`src/common/cpu_settings.svh`:
```
`ifndef CPU_SETTINGS_SVH
`define CPU_SETTINGS_SVH

// first fetch address out of reset
`define CPU_START_PC 32'h100

// byte step between consecutive instructions
`define CPU_INST_BYTES 4

// data memory depth in words
// the word index is taken from address bits above the byte offset
`define CPU_DMEM_WORDS 1024

// memory-mapped key register, reads as the inverted key pins
`define CPU_ADDR_KEY 32'hFFFFF080

// number of key pins
`define CPU_KEY_BITS 4

`endif

```
`src/common/cpu_pkg.sv`:
```
`default_nettype none

package cpu_pkg;

  typedef logic [31:0] word_t;
  // 16 registers, r0 reads as zero
  typedef logic [3:0] regno_t;

  // primary opcode, bits 31:26
  typedef enum logic [5:0] {
    OP1_ALUR = 6'b000000,
    OP1_BEQ  = 6'b001000,
    OP1_BLT  = 6'b001001,
    OP1_BLE  = 6'b001010,
    OP1_BNE  = 6'b001011,
    OP1_JAL  = 6'b001100,
    OP1_LW   = 6'b010010,
    OP1_SW   = 6'b011010,
    OP1_ADDI = 6'b100000,
    OP1_ANDI = 6'b100100,
    OP1_ORI  = 6'b100101,
    OP1_XORI = 6'b100110
  } op1_e;

  // alu function for OP1_ALUR, bits 25:18
  typedef enum logic [7:0] {
    OP2_EQ   = 8'b00001000,
    OP2_LT   = 8'b00001001,
    OP2_LE   = 8'b00001010,
    OP2_NE   = 8'b00001011,
    OP2_ADD  = 8'b00100000,
    OP2_AND  = 8'b00100100,
    OP2_OR   = 8'b00100101,
    OP2_XOR  = 8'b00100110,
    OP2_SUB  = 8'b00101000,
    OP2_NAND = 8'b00101100,
    OP2_NOR  = 8'b00101101,
    OP2_NXOR = 8'b00101110,
    OP2_RSHF = 8'b00110000,
    OP2_LSHF = 8'b00110001
  } op2_e;

  // register-register layout
  typedef struct packed {
    op1_e       op1;
    op2_e       op2;
    logic [5:0] spare;
    regno_t     rd;
    regno_t     rs;
    regno_t     rt;
  } alur_fmt_t;

  // immediate layout, also used by branches, jal and memory ops
  typedef struct packed {
    op1_e        op1;
    logic [1:0]  spare;
    logic [15:0] imm16;
    regno_t      rs;
    regno_t      rt;
  } imm_fmt_t;

  // same instruction word, two decodings
  typedef union packed {
    alur_fmt_t alur_fmt;
    imm_fmt_t  imm_fmt;
  } inst_u;

  typedef struct packed {
    logic is_br;
    logic is_jmp;
    logic rd_mem;
    logic wr_mem;
    logic wr_reg;
    logic valid;
  } ctrl_t;

  // decode -> execute
  typedef struct packed {
    word_t  pc;
    word_t  rs_val;
    word_t  rt_val;
    word_t  imm;
    op1_e   op1;
    op2_e   op2;
    regno_t dst;
    ctrl_t  ctrl;
  } id_ex_t;

  // execute -> memory
  typedef struct packed {
    word_t  result;
    word_t  store_data;
    regno_t dst;
    logic   rd_mem;
    logic   wr_mem;
    logic   wr_reg;
    logic   valid;
  } ex_mem_t;

  // memory -> register file write
  typedef struct packed {
    logic   we;
    regno_t dst;
    word_t  value;
  } wb_t;

  // external store bus, one store per clock with we high
  typedef struct packed {
    logic  we;
    word_t addr;
    word_t data;
  } store_t;

endpackage

`default_nettype wire

```
`src/rtl/fetch_stage.sv`:
```
`timescale 1ns/10ps
`default_nettype none
`include "cpu_settings.svh"

module fetch_stage (
  input  wire logic           clk,
  input  wire logic           reset,
  input  wire logic           stall,
  input  wire logic           redirect,
  input  wire cpu_pkg::word_t redirect_pc,
  input  wire cpu_pkg::inst_u inst,
  output      cpu_pkg::word_t imem_addr,
  output      cpu_pkg::inst_u if_inst,
  output      cpu_pkg::word_t if_pc,
  output      logic           if_valid
);

  cpu_pkg::word_t pc;

  // redirect beats stall, no prediction beyond pc + 4
  always_ff @(posedge clk or posedge reset) begin
    if (reset) begin
      pc <= `CPU_START_PC;
    end else if (redirect) begin
      pc <= redirect_pc;
    end else if (!stall) begin
      pc <= pc + `CPU_INST_BYTES;
    end
  end

  // instruction comes back in the same cycle
  assign imem_addr = pc;

  // fetch latch, held on stall, bubble on redirect
  always_ff @(posedge clk or posedge reset) begin
    if (reset) begin
      if_inst  <= '0;
      if_pc    <= '0;
      if_valid <= 1'b0;
    end else if (redirect) begin
      if_valid <= 1'b0;
    end else if (!stall) begin
      if_inst  <= inst;
      if_pc    <= pc;
      if_valid <= 1'b1;
    end
  end

  // targets from execute must keep the pc on a word boundary
  a_pc_aligned : assert property (@(posedge clk) disable iff (reset)
    redirect |=> pc[1:0] == 2'b00);

endmodule

`default_nettype wire

```
`config.mk`:
```
export PLATFORM = sky130hd
export DESIGN_NAME = fetch_stage
export DESIGN_NICKNAME = d
export VERILOG_FILES = /design/src/common/cpu_pkg.sv /design/src/rtl/fetch_stage.sv
export VERILOG_INCLUDE_DIRS = /design/src /design/src/common
export SDC_FILE = /design/constraint.sdc
export NUM_CORES = 1
export LEC_CHECK = 0
export BUFFER_PORTS_ARGS = -buffer_cell sky130_fd_sc_hd__buf_2
export CAP_MARGIN = 20
export CORE_AREA = 2 2 123 125
export CTS_CLUSTER_SIZE = 30
export DETAILED_ROUTE_END_ITERATION = 8
export DIE_AREA = 0 0 125 127
export PLACE_DENSITY = 0.6
export SLEW_MARGIN = 30
export SYNTH_ARGS = -nofsm -noshare
export SYNTH_HDL_FRONTEND = slang
export SYNTH_SLANG_ARGS = --single-unit
```
`constraint.sdc`:
```
create_clock -name clk -period 3.2 [get_ports clk]
set_input_delay 0.16 -clock clk [delete_from_list [all_inputs] [get_ports clk]]
set_output_delay 0.16 -clock clk [all_outputs]
set_load 0.005 [all_outputs]
```
[Word-level counts from Yosys, hierarchy flattened]
Index checks and enable logic that the tools add are counted.
Operators by class
  multiplexer cells: 4
  bitwise logic cells: 2
  equal/unequal tests: 1
  add/subtract/negate cells: 1
  reductions and logical operators: 1
Operators with widths (number)
  32-bit two-way mux: 2
  32-bit by 3-bit adder with 32-bit output (second input constant): 1
  1-bit two-way mux: 2
  2-bit by 1-bit != test with 1-bit output (second input constant): 1
  1-bit inverter: 2
  2-bit AND reduction: 1
Word-level totals
  register bits: 97
  bits of input ports: 68
  output and inout bits: 97

[Logic depth before layout (Yosys ltp)]
Gate-level depths: netlist of run 1.
  depth in word-level cells: 3
  depth in mapped cells: 6

[Least setup slack after synthesis of run 1]
No wires, ideal clock.
  path kind: reg2reg
  start: register pc[8] (netlist: imem_addr[8])
  end: register pc[30] (netlist: imem_addr[30])
  buffers on the path: 1
  clock period less this slack: 2.097 ns
  data arrival time: 2.016 ns
  slack: 1.103 ns
  stages on the path, launching flop included: 6
  setup time: 0.082 ns
  path through: dfstp_2 -> nand4_2 -> or4_1 -> buf_2 -> or4_1 -> a31oi_1
Between the ends
  cells in the longest elaborated chain, start to end: 3
Ends and longest elaborated chain
  start, declared: line fetch_stage.sv:18  | cpu_pkg::word_t pc;
  start signal, assigned: line fetch_stage.sv:23  | pc <= `CPU_START_PC;
  start signal, assigned: line fetch_stage.sv:25  | pc <= redirect_pc;
  start signal, assigned: line fetch_stage.sv:27  | pc <= pc + `CPU_INST_BYTES;
  32-bit by 3-bit adder with 32-bit output (no line)
  32-bit two-way mux: line fetch_stage.sv:26  | end else if (!stall) begin
  32-bit two-way mux: line fetch_stage.sv:24  | end else if (redirect) begin
Every way passes these cells. The select of a mux whose other input is x is not followed.
A chain may end at the register's enable or synchronous reset.

[Worst setup path in the final report of run 1]
Same ends and word-level chain as after synthesis.

==> results of run 1 <==
placed cells by master, fill, tap and decap left out, types with 4 or more instances in the layout:
cell	instances
or4_1	6
buf_2	164
o31ai_1	5
xnor2_1	8
xor2_1	4
clkbuf_16	9
dfrtp_1	96
and3_1	4
or2_2	4
nand4_1	9
a31oi_1	13
buf_4	5
nor2_1	20
nor3_1	4
inv_1	6
o311ai_0	6
nand3_1	13
o21ai_0	17
nand2_1	28
mux2_2	66
logic make-up (layout without fill, tap and decap cells):
family | Yosys count | in the layout | synth area share (%)
and+or+nand+nor | 108 | 108 | 13.23
AOI/OAI and AO/OA | 46 | 46 | 6.921
xor gates and xnor gates | 12 | 12 | 2.463
muxes | 67 | 67 | 17.65
adders and majority gates | 1 | 1 | 0.2932
buffers and inverters | 28 | 194 | 2.522
DFF | 97 | 97 | 56.92
where the power goes:
| part | internal, W | total [W] | switching, W |
|---|---|---|---|
| Clock | 0.000625 | 0.00109 | 0.000463 |
| Combinational | 0.000307 | 0.000549 | 0.000242 |
| Sequential | 0.00140 | 0.00153 | 0.000130 |
| Total | 0.00233 | 0.00317 | 0.000835 |
what timing repair did:
| item | CTS | global route |
|---|---|---|
| hold endpoints to repair | 41 | 0 |
| gates resized for setup | 0 | 0 |
| hold buffers | 3 | 0 |
registers in the layout (all words and copies together) (netlist names):
register / count
imem_addr: 32
if_pc: 32
if_inst: 32
if_valid: 1
metal layers:
layer / vias up / share of wire (%) / track usage (%)
met5: - / 0 / 0
met4: 0 / 1.4 / 5.686
met3: 10 / 6.8 / 3.727
met2: 119 / 47 / 22.54
met1: 1686 / 45 / 18.61
li1: 1623 / - / -
final timing paths:
kind | cells after the start | from | to
hold / removal | 3 | redirect_pc[2] | imem_addr[2]
setup reg to reg | 4 | imem_addr[8] | imem_addr[30]
setup / recovery | 4 | imem_addr[8] | imem_addr[30]
max in group asynchronous | 4 | reset | imem_addr[8]
min in group asynchronous | 3 | reset | if_inst[13]
hold reg to reg | 1 | if_pc[0] | if_pc[0]
metrics by stage:
stage	hold WS, ns	instances	instance area, sq um	utilization (%)
floorplan	0.2752	359	4267	-
global placement	0.2465	691	5284	36.63
detailed placement	0.2494	691	5284	36.63
CTS	0.0002586	709	5610	38.90
global route	0.02916	709	5610	38.90
finish	0.01930	709	5610	38.90
cell type report:
cell class	instances	area, sq um	share of cell area (%)
timing repair buffer	172	888.4	15.83
multi-input combinational	234	1738	30.98
clock buffer	11	242.7	4.326
clock inverter	4	53.80	0.9590
tap	184	230.2	4.103
inverter	7	28.78	0.5129
sequential	97	2429	43.29
worst max-delay path, stage by stage, from the launching register on:
cell	delay, ns
dfstp_2	0.59
nand4_2	0.19
or4_1	0.75
or4_1	0.52
a31oi_1	0.16
==> key figures, run 1 <==
STA
  • Relative slew slack: 42.10%
  • Clock skew: 0.008779 ns
  • RSZ-0062 raised after global routing: false
  • Setup Total Neg Slack: 0 ns
  • Tcrit/Tclk final: 71.53%
  • Final worst slack: 0.9110 ns
  • Tmin final: 2.289 ns
  • Final Setup Violations: 0
  • Max Slew Vio Count: 0
  • Final hold violation count: 0
  • Slew @ Worst Pin: 0.8676 ns
  • Max Freq: 0.4369 GHz

Synthesis
  • Synth top cells by count: 96 x dfrtp_1, 66 x mux2_2, 28 x nand2_1, 21 x nor2_1, 18 x clkbuf_1
  • Synth area leaders: dfrtp_1 56%, mux2_2 17%, nand2_1 2.5%, o21ai_0 2.0%, a31oi_1 1.9%
  • Register area share after synthesis: 56.92%
  • Post-synth EDFFs: 0
  • #FFs+latches synth: 97
  • Post-synth net total: 428
  • Unique masters post-synth: 37
  • Async SR Flop Fraction: 100.0%
  • Area share of the largest cell type after synthesis: 56.30%
  • Total number of yosys warnings: 0
  • Largest area contributor in the netlist: dfrtp_1
  • Mapped Cells: 359
  • Top-count cell post-synth: dfrtp_1
  • Mapped Area: 4267 sq um
  • Avg Inst Size Synth: 11.88 sq um
  • Top_reg_cell synth: dfrtp_1

Clock tree
  • H-tree depth: 3
  • CTS Root Cell: clkbuf_16
  • Num CTS Buffers: 9
  • Clock Sinks: 97
  • Clock Latency Late Sink: 0.35 ns
  • Post-CTS Setup Bufs: 0
  • CTS tree: done
  • Deepest clock path buffer count: 2
  • Clk slew on worst S/H paths: 0.07 ns

Die
  • Row count: 44
  • Die height: 127 microns
  • Die area: 15,880 sq um
  • Ports: 165
  • Die X: 125 microns
  • Initial Util: 29.58%
  • Area of the core: 14,420 sq um

Min path
  • Worst hold path type: input port to flop

Placed design
  • Post-detail-place hpwl: 8.206 mm
  • Pre-CTS WS: 0.9219 ns
  • Port Buf Inserts: 164
  • GPL Wtd Cong: 0.7645

Power
  • Final Power: 0.003169 W
  • Peak VDD IR: 0.2217 mV
  • Power per Cell Area: 564.9 nW/um^2
  • Leak: 2.514 nW

Drt
  • Iter 0 DRT Violations: 120
  • Via count: 3,438
  • Post-detailed-route count of antenna-violating nets: 0
  • DRC: 0
  • Pre-antenna DRT Iters: 4
  • Avg Vias per Cell: 4.849
  • Post-Route WL: 11.10 mm
  • Routed length per instance: 15.65 microns

Global routing
  • Vias in the first global route: 3,456
  • Largest net degree at the start of global routing: 43
  • Initial antenna violation count: 0
  • Remaining Overflow, GRT: 0
  • Wire length of the first global-routing pass: 17.89 mm
  • Total track usage: 14.19%

Outcome
  • Outcome: finished, final reports clean

Worst setup path
  • CP Capture Type: flop
  • Critical Path RT: 3.48 ns
  • Register-to-register setup slack: 0.91 ns
  • CP Max Fanout: 9
  • Critical Path AT: 2.57 ns
  • Worst Setup Start Kind: flop
  • Crit path kind: flop to flop

Cells and area
  • P&R area growth vs syn: 31.50%
  • Diodes inserted: 0
  • Layout net count: 590
  • Layout cells sized above 1: 49.14%
  • Fill count: 1,429

Run
  • Max Cap Viol: 0
Note: power is estimated with default switching activity, not from simulation.
==> run 2: changes to the inputs <==
- ABC_AREA: default -> 1
- CORE_AREA: 2 2 123 125 -> 2 2 129 131
- DIE_AREA: 0 0 125 127 -> 0 0 131 133
- PLACE_DENSITY: 0.6 -> 0.61
- clock period: 3.2 -> 2 ns (I/O delays scaled with it)
==> key figures, run 2 <==
Power
  • Comb pwr share: 18.3% (was 17.3%)
  • Power per Cell Area: 813.0 nW/um^2 (was 564.9 nW/um^2)
  • Pint: 0.003805 W (was 0.002334 W)
  • Sw Ratio: 27.94% (was 26.34%)
  • Clock power frac: 36.4% (was 34.3%)
  • Final Power: 0.005281 W (was 0.003169 W)
  • P_sw: 0.001475 W (was 0.0008347 W)
  • Peak VDD IR: 0.4158 mV (was 0.2217 mV)
  • Seq pwr share: 45.3% (was 48.4%)
  • Leak: 3.321 nW (was 2.514 nW)

Die
  • Row count: 47 (was 44)
  • Ports: 165 (unchanged)
  • Initial Util: 29.18% (was 29.58%)
  • Die height: 133 microns (was 127 microns)
  • Die area: 17,420 sq um (was 15,880 sq um)
  • Die X: 131 microns (was 125 microns)
  • Area of the core: 16,170 sq um (was 14,420 sq um)

Worst setup path
  • CP Max Fanout: 5 (was 9)
  • Critical Path AT: 1.75 ns (was 2.57 ns)
  • CP Capture Type: flop (unchanged)
  • Critical path's most frequent cell: nand2_1 (was or4_1)
  • Critical Path RT: 2.22 ns (was 3.48 ns)
  • Crit-path cells: ha_1, nand2_1, nor2_4, nand2_1, nor2_1, nand2_1, nand2_1, nand3_1 (was nand4_2, or4_1, or4_1, a31oi_1)
  • Worst Setup Start Kind: flop (unchanged)
  • R2r startpoint: imem_addr[3] (was imem_addr[8])
  • Reg2reg end: imem_addr[24] (was imem_addr[30])
  • Crit path kind: flop to flop (unchanged)
  • CP max stage delay: 0.41 ns (was 0.75 ns)
  • Register-to-register setup slack: 0.47 ns (was 0.91 ns)
  • Worst reg2reg path depth: 8 (was 4)
  • CP max-delay cell: dfrtp_1 (was or4_1)

Synthesis
  • Post-synth EDFFs: 0 (unchanged)
  • Top-count cell post-synth: nand2_1 (was dfrtp_1)
  • Mapped Area: 4720 sq um (was 4267 sq um)
  • Post-synth net total: 692 (was 428)
  • Total number of yosys warnings: 0 (unchanged)
  • Register area share after synthesis: 51.46% (was 56.92%)
  • Avg Inst Size Synth: 7.575 sq um (was 11.88 sq um)
  • #FFs+latches synth: 97 (unchanged)
  • Async SR Flop Fraction: 100.0% (unchanged)
  • Synth top cells by count: 228 x nand2_1, 96 x dfrtp_1, 93 x nor2_1, 53 x inv_1, 42 x o21ai_0 (was 96 x dfrtp_1, 66 x mux2_2, 28 x nand2_1, 21 x nor2_1, 18 x clkbuf_1)
  • Unique masters post-synth: 26 (was 37)
  • Top_reg_cell synth: dfrtp_1 (unchanged)
  • Largest area contributor in the netlist: dfrtp_1 (unchanged)
  • Area share of the largest cell type after synthesis: 50.90% (was 56.30%)
  • Synth area leaders: dfrtp_1 51%, nand2_1 18%, nor2_1 7.4%, o21ai_0 4.5%, nand3_1 4.2% (was dfrtp_1 56%, mux2_2 17%, nand2_1 2.5%, o21ai_0 2.0%, a31oi_1 1.9%)
  • Mapped Cells: 623 (was 359)

Run
  • Max Cap Viol: 0 (unchanged)

STA
  • RSZ-0062 raised after global routing: false (unchanged)
  • Final Setup Violations: 0 (unchanged)
  • Max Slew Vio Count: 0 (unchanged)
  • Setup Total Neg Slack: 0 ns (unchanged)
  • Tmin final: 1.530 ns (was 2.289 ns)
  • Max Freq: 0.6535 GHz (was 0.4369 GHz)
  • Slew @ Worst Pin: 0.7600 ns (was 0.8676 ns)
  • Clock skew: 0.01141 ns (was 0.008779 ns)
  • Final hold violation count: 0 (unchanged)
  • Tcrit/Tclk final: 76.51% (was 71.53%)
  • Relative slew slack: 49.33% (was 42.10%)

Cells and area
  • Cell area after layout: 6495 sq um (was 5610 sq um)
  • Commonest cells after routing, fill and taps aside: 228 x nand2_1, 164 x buf_2, 96 x dfrtp_1 (was 164 x buf_2, 96 x dfrtp_1, 66 x mux2_2)
  • Layout net count: 889 (was 590)
  • Post-route core utilization: 40.16% (was 38.90%)
  • Commonest non-fill, non-tap cell in the layout: nand2_1 (was buf_2)
  • Area of the multi-input gates: 1958 sq um (was 1738 sq um)
  • Diodes inserted: 0 (unchanged)
  • Layout cells sized above 1: 24.61% (was 49.14%)
  • P&R area growth vs syn: 37.62% (was 31.50%)
  • Fill count: 1,639 (was 1,429)
  • Register area: 2429 sq um (unchanged)

Drt
  • Iter 0 DRT Violations: 306 (was 120)
  • Via count: 4,618 (was 3,438)
  • Routed length per instance: 14.13 microns (was 15.65 microns)
  • Metal-1 WL: 6.892 mm (was 4.986 mm)
  • Post-Route WL: 14.76 mm (was 11.10 mm)
  • Routed met3 length: 770 microns (was 756 microns)
  • Top sig layer: met4 (unchanged)
  • DRC: 0 (unchanged)
  • Post-detailed-route count of antenna-violating nets: 0 (unchanged)
  • Avg Vias per Cell: 4.419 (was 4.849)
  • Pre-antenna DRT Iters: 4 (unchanged)
  • Met2 WL: 6.749 mm (was 5.199 mm)

Min path
  • Hold Path Origin: redirect_pc[9] (was redirect_pc[2])
  • Worst Hold Path EP: imem_addr[9] (was imem_addr[2])
  • Worst hold path type: input port to flop (unchanged)
  • Worst Hold Depth: 3 (unchanged)

Clock tree
  • Post-CTS Hold Buffers: 40 (was 3)
  • Num CTS Buffers: 9 (unchanged)
  • CTS Root Cell: clkbuf_16 (unchanged)
  • Clock Sinks: 97 (unchanged)
  • Post-CTS Setup Bufs: 0 (unchanged)
  • Clock Latency Late Sink: 0.34 ns (was 0.35 ns)
  • Clk slew on worst S/H paths: 0.07 ns (about the same)
  • H-tree depth: 3 (unchanged)
  • CTS tree: done (unchanged)
  • Post-cts sizing count: 0 (unchanged)
  • Deepest clock path buffer count: 2 (unchanged)

Outcome
  • Outcome: finished, final reports clean (unchanged)

Placed design
  • GPL Wtd Cong: 0.8531 (was 0.7645)
  • Port Buf Inserts: 164 (unchanged)
  • Post-detail-place hpwl: 10.32 mm (was 8.206 mm)
  • Area of placed instances: 5763 sq um (was 5284 sq um)

Global routing
  • Initial antenna violation count: 0 (unchanged)
  • Remaining Overflow, GRT: 0 (unchanged)
  • Wire length of the first global-routing pass: 23.25 mm (was 17.89 mm)
  • Largest net degree at the start of global routing: 98 (was 43)
  • Total track usage: 17.16% (was 14.19%)
  • Vias in the first global route: 4,450 (was 3,456)
## run 2: cells by family after synthesis
family	count (synthesis)	synth area share, %
compound gates	54	6.044
fa+ha+maj	1	0.2651
buf+inv	79	7.052
flops	97	51.46
simple gates	392	35.18
## run 2: worst max-delay path by stage
stage	depth (start not counted)	start	endpoint
after floorplan	8	imem_addr[3]	imem_addr[24]
after global placement	8	imem_addr[2]	imem_addr[24]
after detailed placement	8	imem_addr[2]	imem_addr[24]
after CTS	8	imem_addr[2]	imem_addr[24]
after global routing	8	imem_addr[3]	imem_addr[24]
final	8	imem_addr[3]	imem_addr[24]
## run 2: per-stage QoR
step                worst slack, ns  std cells  hold WS, ns
CTS                          0.4700       1045     0.009294
finish                       0.4698       1045      0.01875
global route                 0.2072       1045     0.009446
detailed placement           0.4857        989       0.2943
floorplan                    0.6658        623       0.2166
global placement             0.4998        989       0.2962
## run 2: power by group through the flow
stage | registers [W] | logic (W) | clock network [W]
finish | 0.00239 | 0.000964 | 0.00192
global route | 0.00243 | 0.00110 | 0.00204
CTS | 0.00239 | 0.000979 | 0.00196
detailed placement | 0.00243 | 0.000916 | 0
global placement | 0.00242 | 0.000909 | 0
floorplan | 0.00243 | 0.000423 | 0
## run 2: metal layers
layer	vias to the layer above	global-route usage [%]
met3	19	4.003
met4	0	6.087
met2	124	26.66
met5	-	0
li1	2343	-
met1	2132	23.33
## run 2: layout make-up
class,instances,share of cell area (%)
clock inverter,4,1.156
clock buffer,12,3.949
inverter,55,3.236
multi-input combinational,447,30.15
sequential,97,37.39
tap,220,4.238
timing repair buffer,210,19.88
## run 2: critical path, delay by kind of cell, from the launching register on
family                   cells  cell delay, ns
adder cells (fa/ha/maj)      1            0.19
AND/OR/NAND/NOR              7            0.81
flip-flops                   1            0.41
