==> config.mk <==
export PLATFORM = sky130hd
export DESIGN_NAME = decode_stage
export DESIGN_NICKNAME = d
export VERILOG_FILES = /design/src/common/cpu_settings.svh /design/src/common/cpu_pkg.sv /design/src/rtl/decode_stage.sv
export SDC_FILE = /design/constraint.sdc
export NUM_CORES = 1
export LEC_CHECK = 0
export BUFFER_PORTS_ARGS = -buffer_cell sky130_fd_sc_hd__buf_2
export CAP_MARGIN = 20
export CORE_MARGIN = 8
export CORE_UTILIZATION = 63
export DETAILED_ROUTE_END_ITERATION = 6
export GPL_TIMING_DRIVEN = 0
export PLACE_DENSITY = 0.93
export SLEW_MARGIN = 20
export SYNTH_ARGS = -nofsm -noshare
export SYNTH_HDL_FRONTEND = slang
export SYNTH_SLANG_ARGS = --single-unit
==> constraint.sdc <==
create_clock -name clk -period 7.3 [get_ports clk]
set_clock_uncertainty 0.1 [all_clocks]
set_input_delay 1.095 -clock clk [delete_from_list [all_inputs] [get_ports clk]]
set_output_delay 1.095 -clock clk [all_outputs]
set_load 0.02 [all_outputs]
==> src/common/cpu_settings.svh <==
`ifndef CPU_SETTINGS_SVH
`define CPU_SETTINGS_SVH

// first fetch address out of reset
`define CPU_START_PC 32'h100

// byte step between consecutive instructions
`define CPU_INST_BYTES 4

// data memory depth in words
// the word index is taken from address bits above the byte offset
`define CPU_DMEM_WORDS 1024

// memory-mapped key register, reads as the inverted key pins
`define CPU_ADDR_KEY 32'hFFFFF080

// number of key pins
`define CPU_KEY_BITS 4

`endif

==> src/common/cpu_pkg.sv <==
`default_nettype none

package cpu_pkg;

  typedef logic [31:0] word_t;
  // 16 registers, r0 reads as zero
  typedef logic [3:0] regno_t;

  // primary opcode, bits 31:26
  typedef enum logic [5:0] {
    OP1_ALUR = 6'b000000,
    OP1_BEQ  = 6'b001000,
    OP1_BLT  = 6'b001001,
    OP1_BLE  = 6'b001010,
    OP1_BNE  = 6'b001011,
    OP1_JAL  = 6'b001100,
    OP1_LW   = 6'b010010,
    OP1_SW   = 6'b011010,
    OP1_ADDI = 6'b100000,
    OP1_ANDI = 6'b100100,
    OP1_ORI  = 6'b100101,
    OP1_XORI = 6'b100110
  } op1_e;

  // alu function for OP1_ALUR, bits 25:18
  typedef enum logic [7:0] {
    OP2_EQ   = 8'b00001000,
    OP2_LT   = 8'b00001001,
    OP2_LE   = 8'b00001010,
    OP2_NE   = 8'b00001011,
    OP2_ADD  = 8'b00100000,
    OP2_AND  = 8'b00100100,
    OP2_OR   = 8'b00100101,
    OP2_XOR  = 8'b00100110,
    OP2_SUB  = 8'b00101000,
    OP2_NAND = 8'b00101100,
    OP2_NOR  = 8'b00101101,
    OP2_NXOR = 8'b00101110,
    OP2_RSHF = 8'b00110000,
    OP2_LSHF = 8'b00110001
  } op2_e;

  // register-register layout
  typedef struct packed {
    op1_e       op1;
    op2_e       op2;
    logic [5:0] spare;
    regno_t     rd;
    regno_t     rs;
    regno_t     rt;
  } alur_fmt_t;

  // immediate layout, also used by branches, jal and memory ops
  typedef struct packed {
    op1_e        op1;
    logic [1:0]  spare;
    logic [15:0] imm16;
    regno_t      rs;
    regno_t      rt;
  } imm_fmt_t;

  // same instruction word, two decodings
  typedef union packed {
    alur_fmt_t alur_fmt;
    imm_fmt_t  imm_fmt;
  } inst_u;

  typedef struct packed {
    logic is_br;
    logic is_jmp;
    logic rd_mem;
    logic wr_mem;
    logic wr_reg;
    logic valid;
  } ctrl_t;

  // decode -> execute
  typedef struct packed {
    word_t  pc;
    word_t  rs_val;
    word_t  rt_val;
    word_t  imm;
    op1_e   op1;
    op2_e   op2;
    regno_t dst;
    ctrl_t  ctrl;
  } id_ex_t;

  // execute -> memory
  typedef struct packed {
    word_t  result;
    word_t  store_data;
    regno_t dst;
    logic   rd_mem;
    logic   wr_mem;
    logic   wr_reg;
    logic   valid;
  } ex_mem_t;

  // memory -> register file write
  typedef struct packed {
    logic   we;
    regno_t dst;
    word_t  value;
  } wb_t;

  // external store bus, one store per clock with we high
  typedef struct packed {
    logic  we;
    word_t addr;
    word_t data;
  } store_t;

endpackage

`default_nettype wire

==> src/rtl/decode_stage.sv <==
`timescale 1ns/10ps
`default_nettype none

module decode_stage (
  input  wire logic             clk,
  input  wire logic             reset,
  input  wire cpu_pkg::inst_u   if_inst,
  input  wire cpu_pkg::word_t   if_pc,
  input  wire logic             if_valid,
  input  wire logic             redirect,
  input  wire cpu_pkg::word_t   ex_fwd,
  input  wire cpu_pkg::word_t   mem_fwd,
  input  wire cpu_pkg::ex_mem_t ex_mem,
  input  wire cpu_pkg::wb_t     wb,
  output      logic             stall,
  output      cpu_pkg::id_ex_t  id_ex
);

  cpu_pkg::op1_e   op1;
  cpu_pkg::op2_e   op2;
  cpu_pkg::regno_t rs;
  cpu_pkg::regno_t rt;
  cpu_pkg::regno_t dst;
  cpu_pkg::ctrl_t  dec_ctrl;
  cpu_pkg::id_ex_t id_ex_d;
  logic            wr_any;
  cpu_pkg::word_t  regs [16];

  // operand priority: execute, memory, write-back, then the file
  // r0 never matches since no stage carries a write to it
  function automatic cpu_pkg::word_t pick_operand(cpu_pkg::regno_t src);
    if (src == '0) return '0;
    if (id_ex.ctrl.wr_reg && id_ex.dst == src) return ex_fwd;
    if (ex_mem.wr_reg && ex_mem.dst == src) return mem_fwd;
    if (wb.we && wb.dst == src) return wb.value;
    return regs[src];
  endfunction

  assign op1 = if_inst.alur_fmt.op1;
  assign op2 = if_inst.alur_fmt.op2;
  assign rs  = if_inst.imm_fmt.rs;
  assign rt  = if_inst.imm_fmt.rt;

  // write-back port, read side sees it through pick_operand
  always_ff @(posedge clk) begin
    if (wb.we) begin
      regs[wb.dst] <= wb.value;
    end
  end

  always_comb begin
    dec_ctrl = '0;
    wr_any   = 1'b0;
    // immediate types, loads and jal write rt
    dst      = rt;
    case (op1)
      cpu_pkg::OP1_ALUR: begin
        dst    = if_inst.alur_fmt.rd;
        wr_any = op2 inside {cpu_pkg::OP2_EQ, cpu_pkg::OP2_LT, cpu_pkg::OP2_LE,
                             cpu_pkg::OP2_NE, cpu_pkg::OP2_ADD, cpu_pkg::OP2_AND,
                             cpu_pkg::OP2_OR, cpu_pkg::OP2_XOR, cpu_pkg::OP2_SUB,
                             cpu_pkg::OP2_NAND, cpu_pkg::OP2_NOR, cpu_pkg::OP2_NXOR,
                             cpu_pkg::OP2_RSHF, cpu_pkg::OP2_LSHF};
      end
      cpu_pkg::OP1_BEQ, cpu_pkg::OP1_BLT, cpu_pkg::OP1_BLE, cpu_pkg::OP1_BNE: begin
        dec_ctrl.is_br = 1'b1;
      end
      cpu_pkg::OP1_JAL: begin
        dec_ctrl.is_jmp = 1'b1;
        wr_any          = 1'b1;
      end
      cpu_pkg::OP1_LW: begin
        dec_ctrl.rd_mem = 1'b1;
        wr_any          = 1'b1;
      end
      cpu_pkg::OP1_SW: begin
        dec_ctrl.wr_mem = 1'b1;
      end
      cpu_pkg::OP1_ADDI, cpu_pkg::OP1_ANDI, cpu_pkg::OP1_ORI, cpu_pkg::OP1_XORI: begin
        wr_any = 1'b1;
      end
      default: begin
        wr_any = 1'b0;
      end
    endcase
    // writes to r0 are dropped here
    dec_ctrl.wr_reg = wr_any && (dst != '0);
    dec_ctrl.valid  = 1'b1;
  end

  // load in execute feeding a source here, wait one cycle
  assign stall = if_valid && id_ex.ctrl.rd_mem && id_ex.ctrl.wr_reg &&
                 (id_ex.dst == rs || id_ex.dst == rt);

  always_comb begin
    id_ex_d.pc     = if_pc;
    id_ex_d.rs_val = pick_operand(rs);
    id_ex_d.rt_val = pick_operand(rt);
    id_ex_d.imm    = {{16{if_inst.imm_fmt.imm16[15]}}, if_inst.imm_fmt.imm16};
    id_ex_d.op1    = op1;
    id_ex_d.op2    = op2;
    id_ex_d.dst    = dst;
    // bubble on flush, stall or empty fetch latch
    id_ex_d.ctrl   = (redirect || stall || !if_valid) ? '0 : dec_ctrl;
  end

  always_ff @(posedge clk or posedge reset) begin
    if (reset) begin
      id_ex <= '0;
    end else begin
      id_ex <= id_ex_d;
    end
  end

  // the stalled instruction must still sit in the fetch latch for its retry
  a_load_use : assert property (@(posedge clk) disable iff (reset)
    stall |=> $stable(if_inst) && $stable(if_pc));

endmodule

`default_nettype wire

* Word-level counts from Yosys, hierarchy flattened *
Memories as Yosys holds them, arrays and structs flattened.
Index checks and enable logic that the tools add are counted.

word-level totals
  flip-flop bits (word level) = 136
  logic and storage cells = 111
  output and inout bits = 153
  bits in writable memories = 512
  memories kept = 1
  input port bits = 241

memory list
  name  words  width  rd ports  clocked after Yosys merged registers in  wr ports  RTL line            source
  regs  16     32     2         0                                        1         decode_stage.sv:27  cpu_pkg::word_t regs [16];

operators by class
  reductions and logical operators = 21
  muxes and demuxes = 45
  equal/unequal tests = 31

operators with widths
  kind                                                                   count
  32-bit two-way mux                                                     16
  8-bit by 6-bit equality test with 1-bit output, second input constant  10
  8-bit by 4-bit equality test with 1-bit output, second input constant  4
  6-bit by 4-bit equality test with 1-bit output, second input constant  5
  1-bit two-way mux                                                      26
  4-bit equality test                                                    6
  6-bit equality test, second input constant                             4
  14-bit nonzero test                                                    1
  6-bit by 5-bit equality test with 1-bit output, second input constant  2
  1-bit logical AND                                                      10
  4-bit logical NOT                                                      2
  6-bit logical NOT                                                      1
  6-bit two-way mux                                                      1
  6-bit OR reduction                                                     1
  4-bit two-way mux                                                      1
  4-bit nonzero test                                                     1
  4-bit OR reduction                                                     1
  1-bit logical OR                                                       3
  1-bit case mux with 2 select lines                                     1
  1-bit logical NOT                                                      1

* Logic depth before layout (Yosys ltp) *
Gate-level depths: netlist of run 1.

  depth in word-level cells = 13
  depth in mapped cells = 9

* Worst setup path after synthesis of run 1 *
No wires, ideal clock.

  path type = input -> register
  start = input port wb[36] (netlist name)
  end = memory regs[0][0] (netlist name), enable pin
  stages on the path = 3
  arrival time = 4.051 ns
  slack = 2.688 ns
  setup time = 0.461 ns
  cells stage by stage = clkbuf_1 or3b_2 nor3_1

between the ends
  longest elaborated chain between the ends = 2

ends and longest elaborated chain
  element                                  RTL line            source
  start: declaration                       decode_stage.sv:14  input wire cpu_pkg::wb_t wb,
  1-bit two-way mux                        decode_stage.sv:46  if (wb.we) begin
  1-bit two-way mux (implied by the code)  decode_stage.sv:47  regs[wb.dst] <= wb.value;
  end: declaration                         decode_stage.sv:27

No other way between the ends.

==> results of run 1 <==
[stage by stage]
stage	instances	area [µm²]	utilization [%]	hold slack (ns)	worst slack, ns
floorplan	1507	29700	-	0.771	2.64
detailed placement	2468	32800	70.5	0.876	2.93
CTS	2589	35100	75.3	0.453	3.27
finish	2598	35100	75.4	0.446	3.11
global placement	2430	32100	68.8	0.837	-0.130
global route	2593	35100	75.4	0.491	3.20
[layout by cell type, fill, tap and decap left out, types with 5 or more instances in the layout]
cell / instances
xor2_1: 24
clkinv_1: 7
mux2i_1: 7
clkbuf_16: 73
nand2b_1: 66
buf_4: 38
nand3b_1: 6
o2111a_1: 62
nor2_4: 12
nand3_1: 5
dfrtp_1: 130
mux2_1: 59
diode_2: 9
buf_12: 6
mux4_2: 318
mux2_2: 7
clkinv_2: 10
nor2b_1: 32
buf_16: 13
buf_6: 25
nand2_1: 71
buf_2: 343
bufinv_16: 8
edfxtp_1: 512
clkbuf_1: 76
buf_1: 9
[layout make-up]
cell class	instances	area [µm²]	share of cell area [%]
Timing Repair Buffer	354	2210	6.30
Multi-Input combinational cell	721	10400	29.6
Antenna cell	9	22.5	0.0642
Clock buffer	92	1920	5.46
Buffer	139	806	2.30
Tap cell	607	759	2.16
Sequential cell	642	18600	53.1
Clock inverter	29	348	0.991
Inverter	5	23.8	0.0677
[layer usage]
layer / up-vias / share of wire (%)
li1: 7161 / -
met2: 2860 / 45
met1: 9948 / 27
met4: 8 / 10
met3: 935 / 17
met5: - / 0.049
[Yosys cell counts, types with 2 or more instances]
master / n / share of area, %
nor3_1: 5 / 0.084
o2111a_1: 62 / 2.3
mux2i_1: 7 / 0.24
nand3_1: 5 / 0.084
a21oi_1: 2 / 0.034
a222oi_1: 2 / 0.067
buf_6: 22 / 0.83
nor2_1: 16 / 0.20
or2_2: 3 / 0.063
or4_1: 3 / 0.076
nor4_2: 6 / 0.25
mux2_1: 59 / 2.2
buf_4: 23 / 0.58
buf_1: 9 / 0.11
edfxtp_1: 512 / 52
nand3b_1: 6 / 0.15
xor2_1: 24 / 0.71
nand2_1: 71 / 0.90
and2_1: 4 / 0.084
nand2b_1: 66 / 1.4
buf_2: 26 / 0.44
mux2_2: 7 / 0.27
mux4_2: 318 / 24
dfrtp_1: 130 / 11
clkbuf_1: 59 / 0.75
a31oi_1: 2 / 0.042
nor4_1: 4 / 0.084
nor2b_1: 32 / 0.67
nor3b_1: 2 / 0.051
inv_1: 5 / 0.063
[state kept, by name, summed over array words and instances (netlist names)]
register,cells
id_ex,130
regs,512
[logic make-up after synthesis]
| logic type | after synthesis | synth area share, % |
|---|---|---|
| AND/OR/NAND/NOR | 228 | 4.22 |
| buffers and inverters | 144 | 2.78 |
| multiplexers | 391 | 26.8 |
| XOR/XNOR | 24 | 0.708 |
| flip-flops | 642 | 62.7 |
| AO/OA/AOI/OAI | 78 | 2.75 |
[power by group through the flow]
stage / clock [W] / combinational, W / sequential, W
after CTS: 0.00359 / 0.00104 / 0.00415
final: 0.00360 / 0.00107 / 0.00416
after global routing: 0.00371 / 0.00110 / 0.00416
after global placement: 0 / 0.000954 / 0.00420
after floorplan: 0 / 0.000504 / 0.00430
after detailed placement: 0 / 0.00102 / 0.00422
[worst min-delay path by stage]
| stage | startpoint | endpoint | slack, ns | cells past startpoint |
|---|---|---|---|---|
| after floorplan | id_ex[1]$_DFF_PP0_ | id_ex[118]$_DFF_PP0_ | 0.77 | 4 |
| after global placement | id_ex[1]$_DFF_PP0_ | id_ex[118]$_DFF_PP0_ | 0.84 | 4 |
| after detailed placement | id_ex[3]$_DFF_PP0_ | id_ex[0]$_DFF_PP0_ | 0.88 | 4 |
| after CTS | reset | id_ex[131]$_DFF_PP0_ | 0.45 | 2 |
| after global routing | if_pc[19] | id_ex[139]$_DFF_PP0_ | 0.49 | 1 |
| final | reset | id_ex[131]$_DFF_PP0_ | 0.45 | 2 |
==> impl_metrics.py, run 1 <==
metrics = {
    "run_status": {
        "outcome": "finished with violations",
        "violations": "DRC",
    },
    "cts": {
        "cts_tree": "yes",
        "cts_buffers": 67,
        "postCtsSetupBuffers": 0,
        "clock_path_buffers": 3,
        "cts_root_buffer": "clkbuf_16",
        "clk_pin_slew_ns": 0.06,
        "cts_resized": 0,
        "hold_buffers": 0,
        "cts_sinks": 642,
        "clock_latency_ns": 0.61,
        "htreeDepth": 3,
    },
    "sta": {
        "slew-limit-headroom_pct": 17.5,
        "tightest_slew_ns": 1.24,
        "fin_crit_sh_pct": 57.5,
        "clock.fmax_mhz": 238,
        "hold_viol_final": 0,
        "post-route-min-period_ns": 4.19,
        "setup_viol_count_final": 0,
        "setup_tns_ns": 0,
        "rsz0062_at_grt": "no",
        "maxSlewViolCount": 0,
    },
    "worst_setup_path": {
        "end_kind": "register",
        "crit_slowest_cell": "buf_1",
        "worstPathCellList": "buf_2 > xor2_1 > nor4_2 > nand2_1 > nand3_1 > buf_1 > o2111a_1",
        "r2r-start": "id_ex[8]$_DFF_PP0_",
        "path_depth": 7,
        "path_class": "input pin to register",
        "r2r_setup_slack_ns": 3.44,
        "cp_top_family": "simple AND/OR/NAND/NOR gates",
        "startpoint": "if_inst[1]",
        "path_max_fanout": 10,
        "r2r_cells": 6,
        "slowest_delay_ns": 0.78,
        "required_ns": 7.73,
        "worst-path-buf-inv": 2,
        "setup.worst_path.end": "id_ex[70]$_DFF_PP0_",
        "cp.arrival_ns": 4.62,
        "cp-start-kind": "input pin",
        "r2r-end": "id_ex[70]$_DFF_PP0_",
    },
    "logic_synthesis": {
        "synth_fp_nets": 1748,
        "ys_seq_area_share_pct": 62.7,
        "synth_area_mm2": 0.0297,
        "synth_edf_count": 512,
        "synth.distinct_cells": 45,
        "synthArstFlopShare_pct": 20.2,
        "yosys_warnings": 0,
        "ys_seq_elements": 642,
        "synth_area_per_cell_um2": 19.7,
        "synth-main-ff-cell": "edfxtp_1",
        "synthCells": 1507,
    },
    "global_route": {
        "grt-ovfl-total": 0,
        "grt_max_degree": 75,
        "grt_pass1_wl_mm": 153,
        "antenna_found_initial": 11,
        "grt_usage_pct": 40.0,
        "grt_use_met1_pct": 42.8,
        "first_global_vias": 21981,
        "met3_usage_pct": 17.9,
        "busiest_layer": "met2",
        "grt_use_met2_pct": 61.0,
    },
    "min_path": {
        "hold_class": "input pin to asynchronous set/reset pin",
    },
    "finish": {
        "nFillCells": 2312,
        "drive_above_1_share_pct": 44.1,
        "synthToLayoutAreaGrowth_pct": 18.1,
        "final_nets": 2171,
    },
    "place": {
        "port_buffers": 316,
        "dpl.hpwl_mm": 68.1,
        "place.gp.congestion": 0.866,
    },
    "pwr": {
        "total_power_w": 0.00883,
        "p_sw_w": 0.00218,
        "switching_share_pct": 24.7,
        "pwr-share-seq_pct": 47.0,
        "vdd_ir_drop_max_mv": 0.197,
        "power.internal_w": 0.00665,
        "p_clk_share_pct": 40.8,
        "p_per_area_mw_per_mm2": 252,
        "p_leak_nw": 12.2,
        "comb_power_share_pct": 12.2,
    },
    "routing": {
        "dr.pass1.iters": 7,
        "vias_per_cell": 8.05,
        "routed_wl_mm": 109,
        "post_drt_wl_per_cell_um": 41.8,
        "drc": 52,
        "drtIter0Drc": 4274,
        "dr_total_vias": 20912,
        "final_antenna_net_count": 0,
    },
    "floorplan": {
        "row_count": 79,
        "start_util_pct": 63.8,
        "io_pins": 394,
        "die_area_mm2": 0.0544,
        "die_h_um": 233,
        "die_w_um": 233,
        "core_mm2": 0.0466,
    },
    "flow_run": {
        "drv_cap": 0,
    },
}
(Power assumes the default switching activity.)
==> run 2: changes to the inputs <==
Settings changed: CORE_UTILIZATION 63 to 53, PLACE_DENSITY 0.93 to 0.84.
Clock period 7.3 ns to 3.85 ns, I/O delays scaled along.
==> run 2 against run 1 <==
Clock power grew 88%. Count of clock-buffer cells in the layout grew 6. Sequential share of layout area shrank 1.0 points. The run now ends clean. Largest power group unchanged. Core utilization shrank 11 points.
==> impl_metrics.py, run 2 (synthesis results as in run 1) <==
metrics = {
    "cts": {
        "cts_buffers": 68,
        "cts_sinks": 642,
        "postCtsSetupBuffers": 0,
        "cts_resized": 0,
        "clock_path_buffers": 3,
        "htreeDepth": 3,
        "clock_latency_ns": 0.63,
        "cts_tree": "yes",
        "cts_root_buffer": "clkbuf_16",
        "clk_pin_slew_ns": 0.06,
    },
    "finish": {
        "final_nets": 2217,
        "regMostFlops": "regs",
        "final_cell_mix": "512 x edfxtp_1, 344 x buf_2, 318 x mux4_2, 130 x dfrtp_1, 75 x clkbuf_1",
        "largest_reg_flops": 512,
        "synthToLayoutAreaGrowth_pct": 20.4,
        "final_common_cell": "edfxtp_1",
        "top_regs": "regs x512, id_ex x130",
        "stdcell_count": 2786,
        "stdcell_area_mm2": 0.0358,
        "nFillCells": 3554,
        "drive_above_1_share_pct": 43.4,
    },
    "global_route": {
        "grt_use_met2_pct": 49.8,
        "grt_usage_pct": 30.9,
        "first_global_vias": 20626,
        "grt_max_degree": 36,
        "antenna_found_initial": 11,
        "grt-ovfl-total": 0,
        "met3_usage_pct": 10.5,
        "busiest_layer": "met2",
        "grt_use_met1_pct": 35.6,
        "grt_pass1_wl_mm": 142,
    },
    "pwr": {
        "p_sw_w": 0.00400,
        "vdd_ir_drop_max_mv": 0.283,
        "p_leak_nw": 12.4,
        "p_clk_share_pct": 40.6,
        "power.internal_w": 0.0126,
        "switching_share_pct": 24.1,
        "comb_power_share_pct": 12.1,
        "p_per_area_mw_per_mm2": 464,
        "pwr-share-seq_pct": 47.3,
    },
    "sta": {
        "clock.fmax_mhz": 279,
        "setup_viol_count_final": 0,
        "rsz0062_at_grt": "no",
        "maxSlewViolCount": 0,
        "tightest_slew_ns": 1.22,
        "post-route-min-period_ns": 3.59,
        "slew-limit-headroom_pct": 18.0,
        "hold_viol_final": 0,
        "whs_ns": 0.00738,
        "fin_crit_sh_pct": 93.1,
        "setup_tns_ns": 0,
    },
    "worst_setup_path": {
        "crit_slowest_cell": "nor4_2",
        "path_max_fanout": 10,
        "required_ns": 4.28,
        "end_kind": "register",
        "cp_top_family": "simple AND/OR/NAND/NOR gates",
        "path_class": "register to register",
        "worstPathCellList": "xor2_1 > nor4_2 > nand2_1 > nand3_1 > buf_1 > o2111a_1",
        "cp.arrival_ns": 4.02,
        "worst-path-buf-inv": 1,
        "cp-start-kind": "register",
        "slowest_delay_ns": 0.76,
    },
    "place": {
        "port_buffers": 316,
        "place.gp.congestion": 0.968,
        "place_inst": 2611,
        "dpl.hpwl_mm": 65.7,
        "place_area_mm2": 0.0330,
    },
    "routing": {
        "drtIter0Drc": 2914,
        "drc": 0,
        "routed_wl_mm": 99.5,
        "vias_per_cell": 6.96,
        "final_antenna_net_count": 0,
        "dr_total_vias": 19404,
        "dr.pass1.iters": 7,
        "post_drt_wl_per_cell_um": 35.7,
    },
    "floorplan": {
        "die_w_um": 253,
        "die_area_mm2": 0.0639,
        "start_util_pct": 53.7,
        "die_h_um": 253,
        "row_count": 86,
        "io_pins": 394,
        "core_mm2": 0.0553,
    },
    "min_path": {
        "hold_class": "input pin to asynchronous set/reset pin",
    },
    "flow_run": {
        "drv_cap": 0,
    },
    "run_status": {
        "outcome": "complete, no violations",
    },
}
[run 2: metal layers]
| layer | vias to the layer above | part of all wire (%) |
|---|---|---|
| li1 | 7235 | - |
| met1 | 9846 | 31 |
| met2 | 1919 | 48 |
| met3 | 394 | 14 |
| met4 | 10 | 6.4 |
| met5 | - | 0.069 |
[run 2: repair_timing]
action	in CTS	in global routing
hold buffers	43	0
endpoints found under the hold margin	43	0
endpoints found under the setup margin	0	0
[run 2: through the flow]
stage / total power, W / worst slack (ns) / util [%]
2_1_floorplan: 0.00911 / 0.0841 / -
3_3_place_gp: 0.00980 / -2.96 / 58.3
3_5_place_dp: 0.00991 / -0.0289 / 59.7
4_1_cts: 0.0166 / 0.327 / 64.7
5_1_grt: 0.0170 / 0.261 / 64.7
6_report: 0.0166 / 0.264 / 64.7
[run 2: layout make-up]
class / instances / area (µm²) / share of cell area (%)
Multi-Input combinational cell: 721 / 10400 / 29.0
Clock buffer: 98 / 1990 / 5.56
Tap cell: 748 / 936 / 2.62
Antenna cell: 10 / 25.0 / 0.0699
Buffer: 139 / 806 / 2.25
Clock inverter: 24 / 297 / 0.829
Timing Repair Buffer: 399 / 2700 / 7.54
Inverter: 5 / 22.5 / 0.0629
Sequential cell: 642 / 18600 / 52.1
[run 2: final timing paths]
path,start,end,slack (ns),depth (start not counted)
max in group asynchronous,reset,id_ex[101]$_DFF_PP0_,2.73,4
min in group clk,if_pc[13],id_ex[133]$_DFF_PP0_,0.02,1
min reg2reg,id_ex[1]$_DFF_PP0_,id_ex[118]$_DFF_PP0_,0.97,4
min,reset,id_ex[142]$_DFF_PP0_,0.007,2
max reg2reg,id_ex[7]$_DFF_PP0_,id_ex[103]$_DFF_PP0_,0.26,6
max,id_ex[7]$_DFF_PP0_,id_ex[103]$_DFF_PP0_,0.26,6
[run 2: worst register-to-register path: cells and delay by family (launching register included)]
kind	cells	cell delay [ns]
buffers and inverters	1	0.76
XOR/XNOR	1	0.20
flip-flops	1	0.43
AO/OA/AOI/OAI	1	0.31
AND/OR/NAND/NOR	3	1.71
[run 2: power by group through the flow]
stage	Sequential, W	Combinational (W)	Clock, W
global placement	0.00798	0.00182	0
global route	0.00788	0.00207	0.00702
floorplan	0.00816	0.000956	0
CTS	0.00786	0.00198	0.00678
finish	0.00786	0.00200	0.00675
detailed placement	0.00799	0.00192	0
